===== config.mk =====
export PLATFORM = sky130hd
export DESIGN_NAME = tune_memory
export DESIGN_NICKNAME = d
export VERILOG_FILES = /design/src/rtl/dds_pkg.sv /design/src/rtl/voice_pkg.sv /design/src/rtl/tune_memory.sv
export VERILOG_INCLUDE_DIRS = /design/src /design/src/rtl
export SDC_FILE = /design/constraint.sdc
export NUM_CORES = 1
export LEC_CHECK = 0
export BUFFER_PORTS_ARGS = -buffer_cell sky130_fd_sc_hd__buf_4
export CAP_MARGIN = 20
export CORE_MARGIN = 2
export CORE_UTILIZATION = 25
export CTS_BUF_LIST = sky130_fd_sc_hd__clkbuf_2
export DETAILED_ROUTE_END_ITERATION = 7
export PLACE_DENSITY = 0.54
export SLEW_MARGIN = 0
export SYNTH_ARGS = -nofsm -noshare
export SYNTH_HDL_FRONTEND = slang
export SYNTH_SLANG_ARGS = --single-unit

===== constraint.sdc =====
create_clock -name AUD_DACLRCK -period 2.9 [get_ports AUD_DACLRCK]
set_input_delay 0 -clock AUD_DACLRCK [delete_from_list [all_inputs] [get_ports AUD_DACLRCK]]
set_output_delay 0 -clock AUD_DACLRCK [all_outputs]
set_load 0.05 [all_outputs]

===== src/rtl/synth_params.svh =====
/*
 * Tone generator constants
 * Widths, voice count, phase step shift and sine table scale
 */
`ifndef SYNTH_PARAMS_SVH
`define SYNTH_PARAMS_SVH

// ----------------------------------------------------------------------
// Voices and data path widths
// ----------------------------------------------------------------------
`define SYNTH_NUM_VOICES     4       // Live voice plus three captured
`define SYNTH_PHASE_W        32      // Phase accumulator
`define SYNTH_TUNE_W         18      // Switch word
`define SYNTH_TUNE_SHIFT     14      // Tune word lands in phase bits 31..14
`define SYNTH_INDEX_W        8       // Table address, top phase bits
`define SYNTH_SAMPLE_W       16      // Signed audio sample

// ----------------------------------------------------------------------
// Sine table
// ----------------------------------------------------------------------
`define SYNTH_QUARTER_OFFSET 64      // 90 degrees in table steps
`define SYNTH_SINE_PEAK      16383   // 2^14 - 1, leaves headroom for sums

`endif


===== src/rtl/dds_pkg.sv =====
/*
 * DDS word types
 * Phase, tuning and sample words, plus the two views of a phase word
 */
package dds_pkg;

`include "synth_params.svh"

   // Raw accumulator word
   typedef logic [`SYNTH_PHASE_W-1:0] phase_t;

   // Switch word, also the stored tuning word
   typedef logic [`SYNTH_TUNE_W-1:0] tune_t;

   // One channel sample, two's complement
   typedef logic signed [`SYNTH_SAMPLE_W-1:0] sample_t;

   // Table view of a phase word
   typedef struct packed {
      logic [`SYNTH_INDEX_W-1:0]               index; // Table address
      logic [`SYNTH_PHASE_W-`SYNTH_INDEX_W-1:0] frac;  // Below table resolution
   } phase_fields_t;

   // Same 32 bits read two ways
   typedef union packed {
      phase_t        raw;   // Adder side
      phase_fields_t tbl;   // Lookup side
   } phase_u;

endpackage


===== src/rtl/voice_pkg.sv =====
/*
 * Per-voice bundles
 * Words for all voices at once, as passed between pipeline stages
 */
package voice_pkg;

`include "synth_params.svh"

   // One tuning word per voice, slot 0 is the live switch word
   typedef dds_pkg::tune_t [`SYNTH_NUM_VOICES-1:0] voice_tunes_t;

   // One accumulator per voice
   typedef dds_pkg::phase_u [`SYNTH_NUM_VOICES-1:0] voice_phases_t;

   // Sine and cosine of one voice
   typedef struct packed {
      dds_pkg::sample_t sine;   // Right channel share
      dds_pkg::sample_t cosine; // Left channel share, quarter turn ahead
   } quad_sample_t;

   typedef quad_sample_t [`SYNTH_NUM_VOICES-1:0] voice_samples_t;

endpackage


===== src/rtl/tune_memory.sv =====
/*
 * Tune memory
 * Voice 0 follows the switches live, voices 1 to 3 keep the first
 * switch word seen while their gate is held
 */
`timescale 1ns/1ps
`include "synth_params.svh"

module tune_memory (
   input  logic                  AUD_DACLRCK,
   input  logic                  rst,
   input  dds_pkg::tune_t        switch_word,
   input  logic [`SYNTH_NUM_VOICES-1:0] gate,
   output voice_pkg::voice_tunes_t tunes
);
   import dds_pkg::*;

   tune_t saved [1:`SYNTH_NUM_VOICES-1]; // Captured words, slot 0 not stored

   // ----------------------------------------------------------------------
   // Capture on first press, gate 0 wipes all
   // ----------------------------------------------------------------------
   always_ff @(posedge AUD_DACLRCK) begin
      if (rst) begin
         for (int k = 1; k < `SYNTH_NUM_VOICES; k++) saved[k] <= '0;
      end else begin
         for (int k = 1; k < `SYNTH_NUM_VOICES; k++) begin
            if (gate[0])
               saved[k] <= '0;                  // Clear wins over load
            else if (gate[k] && (saved[k] == '0))
               saved[k] <= switch_word;         // Empty slot only
         end
      end
   end

   // Live slot plus stored slots
   always_comb begin
      tunes[0] = switch_word;
      for (int k = 1; k < `SYNTH_NUM_VOICES; k++) tunes[k] = saved[k];
   end

endmodule


==> metrics.txt <==
status=complete, no violations; CP arrival=about 2.3 ns; fill cell count=slightly above 1,000; synthesized area per cell=between 10 and 15 µm²; vias post-DR=about 1,700; area leader, netlist=edfxtp_1; Final Hold Fails=0; cell row count=37; Syn Std Cell Area=about 2600 µm²; Worst path max stage delay=~0.48 ns; minimum clock period=between 2 and 2.5 ns; max-cap viol count=0; full die area=between 10,000 and 15,000 µm²; pin count of the biggest net entering global routing=20; worst skew pair latency=approximately 0.43 ns; Post-Syn Instances=175; Leakage=~1.3 nW; max FFs per register=54; Worst setup EP type=flop; critical path required time=approximately 3.0 ns; sequential share of the synthesized area=0.622; Core Region=between 10,000 and 15,000 µm²; Register Area=between 1500 and 2000 µm²; Die X=~110 µm; relative slew slack=0.742; unrepaired setup endpoints after global routing=false; Area Overhead vs Synth=31.5%; Layout Nets=~290; routed wire length=6460 µm; Cell variety after synth=13; Place WS=0.757 ns; Via density=between 4 and 5; GR Util All Layers=0.114; number of remaining DRC errors=0; CTS tree=built; fin. max-slew vios=0; TritonCTS buffer count=5; layout cell share with drive strength beyond 1=0.595; Clock transition at path regs=~0.25 ns; #FFs+latches synth=54; most frequent cells in the layout=101 x buf_4, 54 x edfxtp_1, 30 x nor3_2; Least-Margin Pin Slew=just under 0.4 ns; hold path depth=3; Worst Setup Start Kind=flop; Hold Path Class=in2reg; Synth top area share=0.622; antenna violations before repair=0; multi-input logic area=728 µm²; I/O pin cnt=96; diode count=0; number of global-route vias before repair=between 1,500 and 2,000; Final GP Congestion=0.711; final worst path period share=0.754; drt pass-1 iters=4; Sink Count=54; dominant cells by area after synthesis=edfxtp_1 62%, nor3_2 12%, buf_4 6.0%; WL/cell=between 15 and 20 µm; Largest Register=saved; Finish-stage setup viols=0; WS Path Type=reg2reg; hpwl dp=approximately 5000 µm; highest clock rate=~460 MHz; Syn Nets=199; critical-path cell with the highest stage delay=edfxtp_1; commonest non-fill, non-tap cell in the layout=buf_4; setup TNS=0 ns; worst-path maximum fanout=19; PD cells=about 450 nW/µm²; final worst-path setup slack=0.714 ns; yosys warns=0; worst vdd ir=149 µV; Initial Utilization=0.255; Max clock buf depth=2; Antenna Nets Post-Route=0; Worst Skew=approximately 0.033 ns; CP cell instances=nor4_4 > nand4_4 > o21ai_1 > buf_4; CTS Root Cell=clkbuf_2; # Post-CTS Setup Buffers=0; die height=approximately 110 µm; global-route wire length before repair=around 9600 µm; GR Overflow Total=0; Register-to-Register Path Depth=4; I/O Buffers=95; Regs by FF count=saved: 54 flops; Max H-tree Level=2; DRT iter0 DRCs=between 50 and 60
-- layer usage --
| metal | vias up | track usage | part of all wire | wire length [µm] |
|---|---|---|---|---|
| li1 | 812 | - | - | - |
| met1 | 812 | 0.146 | 0.43 | 2760 |
| met2 | 67 | 0.189 | 0.50 | 3200 |
| met3 | 6 | 0.0362 | 0.068 | 441 |
| met4 | 0 | 0.0254 | 0.0088 | 57 |
| met5 | - | 0 | 0 | 0 |
-- layout make-up --
type | count | share of cell area
Clock buffer | 7 | 0.0102
Inverter | 18 | 0.0197
Multi-Input combinational cell | 79 | 0.212
Sequential cell | 54 | 0.473
Tap cell | 136 | 0.0496
Timing Repair Buffer | 106 | 0.236
-- where the power goes --
| part | switching [W] | internal (W) |
|---|---|---|
| combinational | 0.000258 | 0.000106 |
| sequential | 0.0000283 | 0.000889 |
| clock | 0.000210 | 0.0000627 |
-- cells by family after synthesis --
logic type / synth area share
buffers and inverters: 0.0993
DFF: 0.622
and+or+nand+nor: 0.273
AOI/OAI and AO/OA: 0.00575
-- critical path: cells and delay by family, from the launching register on --
kind                   cells  cell delay (ns)
DFF                        1             0.48
and+or+nand+nor            2             0.70
buffers and inverters      1             0.30
AOI/OAI and AO/OA          1             0.41
-- synth_stat cells --
cell,number
nor3_1,24
nor2_4,1
nor4_4,3
edfxtp_1,54
nand3_2,3
buf_4,21
nor2_1,3
o21ai_1,3
buf_6,3
nor4_2,9
nand4_4,3
inv_1,18
nor3_2,30
-- final timing paths --
| path | from | endpoint | slack (ns) |
|---|---|---|---|
| max | saved[0][20]$_SDFFCE_PN0P_ | saved[0][25]$_SDFFCE_PN0P_ | 0.71 |
| max reg2reg | saved[0][20]$_SDFFCE_PN0P_ | saved[0][25]$_SDFFCE_PN0P_ | 0.71 |
| min | switch_word[13] | saved[0][31]$_SDFFCE_PN0P_ | 0.01 |
| min reg2reg | saved[0][25]$_SDFFCE_PN0P_ | saved[0][21]$_SDFFCE_PN0P_ | 0.86 |
-- metrics by stage --
stage / instance area [µm²] / power, W / hold slack [ns] / utilization / cells
3_5_place_dp: 3350 / 0.00130 / 0.265 / 0.327 / 388
5_1_grt: 3430 / 0.00161 / 0.00736 / 0.335 / 400
4_1_cts: 3390 / 0.00157 / 0.00433 / 0.331 / 396
2_1_floorplan: 2610 / 0.00119 / 0.167 / - / 175
3_3_place_gp: 3350 / 0.00130 / 0.265 / 0.327 / 388
6_report: 3430 / 0.00155 / 0.0149 / 0.335 / 400
-- timing repair --
action / 4_1_cts / 5_1_grt
endpoints found under the hold margin: 1 / 6
resized for setup: 0 / 0
hold buffers: 1 / 4
Note: power is estimated with default switching activity, not from simulation.
