**config.mk**
```make
export PLATFORM = sky130hd
export DESIGN_NAME = phase_accumulator
export DESIGN_NICKNAME = d
export VERILOG_FILES = /design/src/rtl/dds_pkg.sv /design/src/rtl/voice_pkg.sv /design/src/rtl/phase_accumulator.sv
export VERILOG_INCLUDE_DIRS = /design/src /design/src/rtl
export SDC_FILE = /design/constraint.sdc
export NUM_CORES = 1
export LEC_CHECK = 0
export BUFFER_PORTS_ARGS = -buffer_cell sky130_fd_sc_hd__buf_2
export CAP_MARGIN = 10
export CORE_ASPECT_RATIO = 0.75
export CORE_MARGIN = 2
export CORE_UTILIZATION = 40
export CTS_BUF_LIST = sky130_fd_sc_hd__clkbuf_2
export CTS_CLUSTER_DIAMETER = 120
export DETAILED_ROUTE_END_ITERATION = 10
export PLACE_DENSITY_LB_ADDON = 0.05
export SLEW_MARGIN = 20
export SYNTH_ARGS = -nofsm -noshare
export SYNTH_HDL_FRONTEND = slang
export SYNTH_SLANG_ARGS = --single-unit
```
**constraint.sdc**
```tcl
create_clock -name AUD_DACLRCK -period 3.6 [get_ports AUD_DACLRCK]
set_input_delay 0.9 -clock AUD_DACLRCK [delete_from_list [all_inputs] [get_ports AUD_DACLRCK]]
set_output_delay 0.9 -clock AUD_DACLRCK [all_outputs]
set_load 0.01 [all_outputs]
```
**src/rtl/synth_params.svh**
```systemverilog
/*
 * Tone generator constants
 * Widths, voice count, phase step shift and sine table scale
 */
`ifndef SYNTH_PARAMS_SVH
`define SYNTH_PARAMS_SVH

// ----------------------------------------------------------------------
// Voices and data path widths
// ----------------------------------------------------------------------
`define SYNTH_NUM_VOICES     4       // Live voice plus three captured
`define SYNTH_PHASE_W        32      // Phase accumulator
`define SYNTH_TUNE_W         18      // Switch word
`define SYNTH_TUNE_SHIFT     14      // Tune word lands in phase bits 31..14
`define SYNTH_INDEX_W        8       // Table address, top phase bits
`define SYNTH_SAMPLE_W       16      // Signed audio sample

// ----------------------------------------------------------------------
// Sine table
// ----------------------------------------------------------------------
`define SYNTH_QUARTER_OFFSET 64      // 90 degrees in table steps
`define SYNTH_SINE_PEAK      16383   // 2^14 - 1, leaves headroom for sums

`endif

```
**src/rtl/dds_pkg.sv**
```systemverilog
/*
 * DDS word types
 * Phase, tuning and sample words, plus the two views of a phase word
 */
package dds_pkg;

`include "synth_params.svh"

   // Raw accumulator word
   typedef logic [`SYNTH_PHASE_W-1:0] phase_t;

   // Switch word, also the stored tuning word
   typedef logic [`SYNTH_TUNE_W-1:0] tune_t;

   // One channel sample, two's complement
   typedef logic signed [`SYNTH_SAMPLE_W-1:0] sample_t;

   // Table view of a phase word
   typedef struct packed {
      logic [`SYNTH_INDEX_W-1:0]               index; // Table address
      logic [`SYNTH_PHASE_W-`SYNTH_INDEX_W-1:0] frac;  // Below table resolution
   } phase_fields_t;

   // Same 32 bits read two ways
   typedef union packed {
      phase_t        raw;   // Adder side
      phase_fields_t tbl;   // Lookup side
   } phase_u;

endpackage

```
**src/rtl/voice_pkg.sv**
```systemverilog
/*
 * Per-voice bundles
 * Words for all voices at once, as passed between pipeline stages
 */
package voice_pkg;

`include "synth_params.svh"

   // One tuning word per voice, slot 0 is the live switch word
   typedef dds_pkg::tune_t [`SYNTH_NUM_VOICES-1:0] voice_tunes_t;

   // One accumulator per voice
   typedef dds_pkg::phase_u [`SYNTH_NUM_VOICES-1:0] voice_phases_t;

   // Sine and cosine of one voice
   typedef struct packed {
      dds_pkg::sample_t sine;   // Right channel share
      dds_pkg::sample_t cosine; // Left channel share, quarter turn ahead
   } quad_sample_t;

   typedef quad_sample_t [`SYNTH_NUM_VOICES-1:0] voice_samples_t;

endpackage

```
**src/rtl/phase_accumulator.sv**
```systemverilog
/*
 * Phase accumulators
 * One 32-bit accumulator per voice, stepping only while its gate is high
 */
`timescale 1ns/1ps
`include "synth_params.svh"

module phase_accumulator (
   input  logic                    AUD_DACLRCK,
   input  logic                    rst,
   input  voice_pkg::voice_tunes_t tunes,
   input  logic [`SYNTH_NUM_VOICES-1:0] gate,
   output voice_pkg::voice_phases_t phases
);
   import dds_pkg::*;

   phase_t step [`SYNTH_NUM_VOICES]; // Per-voice phase increment

   // ----------------------------------------------------------------------
   // Increment = tune word << 14
   // F = tune * fs / 2^18
   // ----------------------------------------------------------------------
   always_comb begin
      for (int k = 0; k < `SYNTH_NUM_VOICES; k++) begin
         step[k] = {tunes[k], {`SYNTH_TUNE_SHIFT{1'b0}}}; // 18 + 14 bits
      end
   end

   // Gated accumulate on the raw view
   always_ff @(posedge AUD_DACLRCK) begin
      if (rst) begin
         phases <= '0;
      end else begin
         for (int k = 0; k < `SYNTH_NUM_VOICES; k++) begin
            if (gate[k])
               phases[k].raw <= phases[k].raw + step[k]; // Wraps mod 2^32
         end
      end
   end

   // Released voice holds its phase
   // Table output stays at the last sample, no click on release

endmodule

```
==> results.cfg <==
[outcome]
run_status = finished clean

[grt]
grt_pass1_wl_mm = 24.6
grt_max_degree = 44
grt-ovfl-total = 0
grt_pass1_vias = 5185
track_usage_pct = 18.2
antenna_found_initial = 0

[pwr]
switching_share_pct = 41.2
vdd_drop_max_uv = 149
power.switching_mw = 1.23
internal_power_mw = 1.75
power_mw = 2.98
power_frac_clock_pct = 15.4
powerDensity_mw_per_mm2 = 424
leakage_nw = 3.54
p_comb_share_pct = 49.8
seq_power_share_pct = 34.8

[cells_and_area]
area_delta_synth_final_pct = 13.5
n_fill_cell = 1587
layout.nets = 1044
largest_register_ffs = 72
top_regs = phases x72
postLayoutCellArea_mm2 = 0.00704
drive_above_1_share_pct = 19.7
top_register = phases

[clock_tree]
clock_latency_ns = 0.55
cts_tree = built
cts_resized = 0
clock-sinks = 72
ctsHoldBuffers = 0
post-cts-setup-buffers = 0
h-tree-depth = 3
cts_made_buffers = 9
clk_pin_slew_ns = 0.20
cts-root-buf = clkbuf_2
clockBufferDepth = 2

[worst_setup_path]
slowest_delay_ns = 0.53
worst-path-stages = 12
r2r_cells = 11
critPathMaxFanout = 3
startpoint_type = input port
end_kind = flip-flop
setup.worst_path.class = input port to flip-flop
critPathArrivalTime_ns = 3.26
cpMostUsedCell = o21ai_0
crit_required_ns = 4.11
worst-path-buf-inv = 2
crit_chain = buf_2 > ha_1 > inv_1 > fa_1 > nor2b_1 > o21ai_0 > a21boi_0 > o21ai_0 > a2111oi_0 > or3_1 > nand3_1 > a21oi_1
cp_slowest_cell = a2111oi_0
reg2reg_slack_ns = 0.87
cp_top_family = compound AO/OA/AOI/OAI gates

[place]
hpwl_mm = 11.9
globalplace.congestion = 0.946
port_buffers = 149
dpl_cell_area_mm2 = 0.00693

[sta]
tightest_slew_ns = 0.853
finClkSkew_ns = 0.0257
slew_violations = 0
finalSetupViolations = 0
relSlewSlack_pct = 43.2
timing.hold.ws_ns = 0.509
clock.fmax_mhz = 363
hold_viol = 0
fin_crit_ns = 2.75
fin_setup_tns_ns = 0
finalCritPeriodShare_pct = 76.5
rsz0062_at_grt = no

[routing]
postRouteAntennaNets = 0
vias = 5589
drc = 0
via_per_inst = 5.06
wl_per_cell_um = 13.8
routed_wl_mm = 15.2
firstDrtPassIters = 4
dr.first_iter.drc_count = 229

[floorplanning]
io-pin-count = 206
core_mm2 = 0.0152
die_x_um = 148
design.die.area_mm2 = 0.0165
initial_core_util_pct = 40.9
die_h_um = 112
rows = 39

[synth]
synthFlopType = dfxtp_1
synth_cell_types = 69
synth_area_mm2 = 0.00620
synth_cells = 755
synth_top_cell_area_share_pct = 23.2
yosysTopAreaCell = dfxtp_1
avgSynthCellArea_um2 = 8.21
ys_ff_latch = 72
synth-warning-count = 0
ys_async_sr_fraction_pct = 0
yosysSeqAreaShare_pct = 23.2
synth_common_cells = nor2_1, dfxtp_1, ha_1
synth_most_common_cell = nor2_1
synth_edf_count = 0
synthTopCellsByArea = dfxtp_1, ha_1, buf_4

[hold_path]
hp-class = flip-flop to flip-flop
whs_path_depth = 2

[flow_run]
maxCapViolCount = 0
path summary, 6_finish.rpt:
path | endpoint | startpoint
min reg2reg | phases[63] | phases[63]
max reg2reg | phases[24] | phases[14]
max | phases[24] | tunes[0]
min | phases[63] | phases[63]
power groups by stage:
stage	clock network (mW)	logic, mW	registers [mW]
floorplan	0	1.08	1.09
global placement	0	1.47	1.05
detailed placement	0	1.48	1.06
CTS	0.499	1.49	1.04
global route	0.537	1.66	1.06
finish	0.460	1.48	1.04
stage by stage:
stage	worst slack, ns	util (%)	instances
after floorplan	0.669	-	810
after global placement	0.390	45.7	1088
final	0.848	46.4	1105
after CTS	0.915	46.4	1104
after detailed placement	0.305	45.7	1088
after global routing	0.675	46.4	1104
area by class of cell:
cell class              count  area (um^2)  area share (%)
inverters                  28          105            1.49
clock buffers              11         55.1           0.782
repair buffers            151          773            11.0
multi-input cells         632         4360            61.9
clock inverters             5         47.5           0.675
well taps                 205          256            3.64
diodes                      1         2.50          0.0355
flip-flops and latches     72         1440            20.5
cell families (layout without fill, tap and decap cells):
logic type,Yosys count,after routing,synth area share [%]
DFF,72,72,23.2
and+or+nand+nor,218,218,17.5
xor gates and xnor gates,49,49,6.92
AOI/OAI and AO/OA,197,197,21.0
adders and majority gates,72,72,15.0
buffers and inverters,106,195,9.81
muxes,40,40,6.48
other,1,57,0.0605
cells in the final DEF, fill, tap and decap left out, types with 20 or more instances in the layout:
cell type,n
ha_1,68
o21ai_0,39
buf_2,149
nor2_1,84
a21oi_1,56
mux2i_1,39
conb_1,56
nand2b_1,20
nor2b_1,20
inv_1,28
dfxtp_1,72
nand2_1,35
xnor2_1,32
metal layers:
metal / share of wire, % / GRT usage [%]
met5: 0 / 0
met3: 5.9 / 4.67
met2: 42 / 27.9
met4: 0.86 / 4.23
met1: 51 / 25.6
tightest hold or removal path, stage by stage, from the launching register on:
cell	delay [ns]
dfxtp_1	0.36
o21ai_0	0.07
a21oi_1	0.06
(Power assumes the default switching activity.)
