<file path="src/rtl/synth_params.svh">
/*
 * Tone generator constants
 * Widths, voice count, phase step shift and sine table scale
 */
`ifndef SYNTH_PARAMS_SVH
`define SYNTH_PARAMS_SVH

// ----------------------------------------------------------------------
// Voices and data path widths
// ----------------------------------------------------------------------
`define SYNTH_NUM_VOICES     4       // Live voice plus three captured
`define SYNTH_PHASE_W        32      // Phase accumulator
`define SYNTH_TUNE_W         18      // Switch word
`define SYNTH_TUNE_SHIFT     14      // Tune word lands in phase bits 31..14
`define SYNTH_INDEX_W        8       // Table address, top phase bits
`define SYNTH_SAMPLE_W       16      // Signed audio sample

// ----------------------------------------------------------------------
// Sine table
// ----------------------------------------------------------------------
`define SYNTH_QUARTER_OFFSET 64      // 90 degrees in table steps
`define SYNTH_SINE_PEAK      16383   // 2^14 - 1, leaves headroom for sums

`endif

</file>
<file path="src/rtl/dds_pkg.sv">
/*
 * DDS word types
 * Phase, tuning and sample words, plus the two views of a phase word
 */
package dds_pkg;

`include "synth_params.svh"

   // Raw accumulator word
   typedef logic [`SYNTH_PHASE_W-1:0] phase_t;

   // Switch word, also the stored tuning word
   typedef logic [`SYNTH_TUNE_W-1:0] tune_t;

   // One channel sample, two's complement
   typedef logic signed [`SYNTH_SAMPLE_W-1:0] sample_t;

   // Table view of a phase word
   typedef struct packed {
      logic [`SYNTH_INDEX_W-1:0]               index; // Table address
      logic [`SYNTH_PHASE_W-`SYNTH_INDEX_W-1:0] frac;  // Below table resolution
   } phase_fields_t;

   // Same 32 bits read two ways
   typedef union packed {
      phase_t        raw;   // Adder side
      phase_fields_t tbl;   // Lookup side
   } phase_u;

endpackage

</file>
<file path="src/rtl/voice_pkg.sv">
/*
 * Per-voice bundles
 * Words for all voices at once, as passed between pipeline stages
 */
package voice_pkg;

`include "synth_params.svh"

   // One tuning word per voice, slot 0 is the live switch word
   typedef dds_pkg::tune_t [`SYNTH_NUM_VOICES-1:0] voice_tunes_t;

   // One accumulator per voice
   typedef dds_pkg::phase_u [`SYNTH_NUM_VOICES-1:0] voice_phases_t;

   // Sine and cosine of one voice
   typedef struct packed {
      dds_pkg::sample_t sine;   // Right channel share
      dds_pkg::sample_t cosine; // Left channel share, quarter turn ahead
   } quad_sample_t;

   typedef quad_sample_t [`SYNTH_NUM_VOICES-1:0] voice_samples_t;

endpackage

</file>
<file path="src/rtl/voice_mixer.sv">
/*
 * Voice mixer
 * Registered sums of all voices, sines to the right channel and
 * cosines to the left, wrapping at 16 bits
 */
`timescale 1ns/1ps
`include "synth_params.svh"

module voice_mixer (
   input  logic                      AUD_DACLRCK,
   input  logic                      rst,
   input  voice_pkg::voice_samples_t samples,
   output dds_pkg::sample_t          audio_left,
   output dds_pkg::sample_t          audio_right
);
   import dds_pkg::*;

   sample_t sum_sine;   // Right channel, before the register
   sample_t sum_cosine; // Left channel, before the register

   // No saturation, four full-scale voices wrap
   always_comb begin
      sum_sine   = '0;
      sum_cosine = '0;
      for (int k = 0; k < `SYNTH_NUM_VOICES; k++) begin
         sum_sine   = sum_sine + samples[k].sine;     // Mod 2^16
         sum_cosine = sum_cosine + samples[k].cosine;
      end
   end

   // Output stage
   always_ff @(posedge AUD_DACLRCK) begin
      if (rst) begin
         audio_left  <= '0;
         audio_right <= '0;
      end else begin
         audio_left  <= sum_cosine;
         audio_right <= sum_sine;
      end
   end

endmodule

</file>
<file path="config.mk">
export PLATFORM = sky130hd
export DESIGN_NAME = voice_mixer
export DESIGN_NICKNAME = d
export VERILOG_FILES = /design/src/rtl/dds_pkg.sv /design/src/rtl/voice_pkg.sv /design/src/rtl/voice_mixer.sv
export VERILOG_INCLUDE_DIRS = /design/src /design/src/rtl
export SDC_FILE = /design/constraint.sdc
export NUM_CORES = 1
export LEC_CHECK = 0
export CAP_MARGIN = 20
export CORE_MARGIN = 8
export CORE_UTILIZATION = 50
export CTS_BUF_LIST = sky130_fd_sc_hd__clkbuf_16
export DETAILED_ROUTE_END_ITERATION = 7
export DONT_BUFFER_PORTS = 1
export GPL_ROUTABILITY_DRIVEN = 1
export PLACE_DENSITY = 0.64
export SLEW_MARGIN = 20
export SYNTH_ARGS = -nofsm -noshare
export SYNTH_HDL_FRONTEND = slang
export SYNTH_SLANG_ARGS = --single-unit
</file>
<file path="constraint.sdc">
create_clock -name AUD_DACLRCK -period 4.4 [get_ports AUD_DACLRCK]
set_clock_uncertainty 0.2 [all_clocks]
set_input_delay 0.88 -clock AUD_DACLRCK [delete_from_list [all_inputs] [get_ports AUD_DACLRCK]]
set_output_delay 0.88 -clock AUD_DACLRCK [all_outputs]
set_load 0.02 [all_outputs]
</file>
==> flow_metrics.tcl <==
set metrics [dict create \
    status "completed" \
    worstSetupPathType "in -> reg" \
    p_per_area_mw_per_mm2 486 \
    finalCritPeriodShare_pct 85.0 \
    fp.dieH_um 107 \
    topRoutingLayerUsed "met4" \
    cts_setup_buffers 0 \
    yosysTopAreaCell "fa_1" \
    cts_tree "built" \
    ys_warn_count 0 \
    io_pins 162 \
    slew_headroom_pct 61.1 \
    critPathBufInv 2 \
    drc_errors 0 \
    crit_family "adder cells" \
    synth_cell_type_count 52 \
    overflow 0 \
    cts-resized-gates 0 \
    drt-total-wl_um 8370 \
    final_antenna_net_count 0 \
    grt_setup_unrepaired "false" \
    clkTransAtPathRegs_ns 0.05 \
    met2_length_um 4160 \
    synth.top_cell.area_share_pct 29.3 \
    clock_path_buffers 2 \
    wl_met1_um 3220 \
    synth_area_leaders "fa_1 (29%), dfxtp_1 (16%), inv_1 (15%), ha_1 (9.1%), nor2_1 (3.0%)" \
    initial_utilization_pct 50.7 \
    grt_pass1_vias 3334 \
    wl_per_cell_um 14.0 \
    syn_to_final_growth_pct 6.40 \
    hpwl_um 7540 \
    required_ns 4.36 \
    path_cells "inv_1 > fa_1 > inv_1 > fa_1 > ha_1 > fa_1 > a21oi_1 > o211ai_2 > a2111oi_2 > or4_1 > o21ai_1" \
    num_vias 3052 \
    gp_congestion 0.769 \
    syn_area_mm2 0.00410 \
    p_leak_nw 2.33 \
    setup_viol 0 \
    timing.hold.ws_ns 0.480 \
    globalRouteTotalUtil_pct 14.9 \
    slowest_delay_ns 0.55 \
    cp_max_fo 3 \
    cts_sinks 32 \
    num_antenna_cells 0 \
    worst_pin_slew_ns 0.577 \
    ctsHoldBuffers 0 \
    syn_avg_cell_area_um2 8.38 \
    row_count 33 \
    crit_arrival_ns 3.70 \
    h-tree-depth 2 \
    cpMostUsedCell "fa_1" \
    finalMaxSlewViolations 0 \
    die_area_mm2 0.0114 \
    yosysSeqAreaShare_pct 15.6 \
    crit_path_end_kind "flip-flop" \
    drive_gt1_share_pct 4.89 \
    hold_violations 0 \
    die_width_um 107 \
    peakVddDrop_mv 0.247 \
    firstDrtPassIters 4 \
    routed_via_density 5.12 \
    portBuffers 0 \
    post-route-util_pct 54.0 \
    grt_pass1_wl_um 14000 \
    critical_path.slowest_cell "fa_1" \
    core-area_mm2 0.00809 \
    drt_iter0_markers 129 \
    cap_viol_max_count 0 \
    fin_nets 710 \
    yosys_most_used_dff "dfxtp_1" \
    finalSetupTns_ns 0 \
    grt_max_degree 42 \
    ys_ff_latch 32 \
    root_buffer "clkbuf_16" \
    fmax_mhz 267 \
    antenna_found_initial 0 \
    cp-start-kind "input port" \
    numCtsBuffers 5 \
    hold_class "in -> reg" \
    syn-instance-count 490 \
    syn_nets 710 \
    routed-wl-met3_um 908 \
    async_flop_share_pct 0 \
    final.min_clock_period_ns 3.74 \
    synth_edf_count 0 \
]
==> path summary, 6_finish.rpt <==
| path | start | endpoint | slack [ns] | cells past startpoint |
|---|---|---|---|---|
| hold / removal | rst | audio_right[8]$_SDFF_PP0_ | 0.48 | 1 |
| setup / recovery | samples[1] | audio_left[15]$_SDFF_PP0_ | 0.66 | 11 |
==> sequential cells by signal (all words and copies together) (netlist names) <==
signal	count
audio_left	16
audio_right	16
==> area by class of cell <==
| cell class | instances | area (µm²) |
|---|---|---|
| multi-input combinational | 286 | 2810 |
| fill | 789 | 3730 |
| clock inverter | 3 | 38.8 |
| inverter | 165 | 619 |
| clock buffer | 5 | 125 |
| sequential | 32 | 641 |
| tap | 105 | 131 |
==> synthesized netlist by cell type (all sizes together), types with 2 or more instances <==
library cell  number
inv              165
fa                60
nor2              35
dfxtp             32
ha                30
a21oi             24
o21ai             18
nor2b             14
nand2             13
xnor2             10
xor2               9
nand3              8
nor3               7
a211oi             5
mux2               5
o21a               5
clkbuf             4
nand4              4
o22ai              4
a2111oi            3
a21o               3
buf                3
nor4               3
or3                3
a41oi              2
and3               2
nand2b             2
o211ai             2
o31ai              2
or4                2
==> routing by layer <==
metal  global-route usage (%)  vias to the layer above
met5                        0                        -
met4                     3.32                        0
met3                     6.30                        7
met2                     26.0                      117
met1                     16.4                     1435
li1                         -                     1493
==> layout by cell type (no fill, tap or decap), drive strengths merged, types with 4 or more instances in the layout <==
| cell type | n |
|---|---|
| inv | 166 |
| nand4 | 4 |
| nor3 | 7 |
| dfxtp | 32 |
| nand2 | 13 |
| a21oi | 24 |
| mux2 | 5 |
| o22ai | 4 |
| nor2b | 14 |
| ha | 30 |
| nor2 | 35 |
| clkbuf | 5 |
| a211oi | 5 |
| xor2 | 9 |
| xnor2 | 10 |
| nand3 | 8 |
| o21ai | 18 |
| fa | 60 |
| o21a | 5 |
==> through the flow <==
stage	std cells	instance area [µm²]	total power [mW]	worst slack, ns
2_1_floorplan	490	4100	1.53	0.563
3_3_place_gp	588	4200	1.72	0.446
3_5_place_dp	588	4200	1.76	0.376
4_1_cts	596	4370	2.15	0.645
5_1_grt	596	4370	2.33	0.445
6_report	596	4370	2.12	0.660
==> power breakdown <==
part | total [mW] | leakage [nW] | internal (mW) | switching [mW]
clock | 0.382 | 0.0850 | 0.263 | 0.118
sequential | 0.631 | 0.267 | 0.412 | 0.219
combinational | 1.11 | 1.98 | 0.481 | 0.626
==> cells by family (layout without fill, tap and decap cells) <==
| kind of cell | after synthesis | count (layout) | synth area share (%) |
|---|---|---|---|
| buf+inv | 172 | 173 | 15.9 |
| simple gates | 95 | 95 | 11.5 |
| fa+ha+maj | 90 | 90 | 38.4 |
| compound gates | 77 | 77 | 13.2 |
| flops | 32 | 32 | 15.6 |
| xor+xnor | 19 | 19 | 4.05 |
| mux | 5 | 5 | 1.37 |
Power figures use the tool's default switching activity.
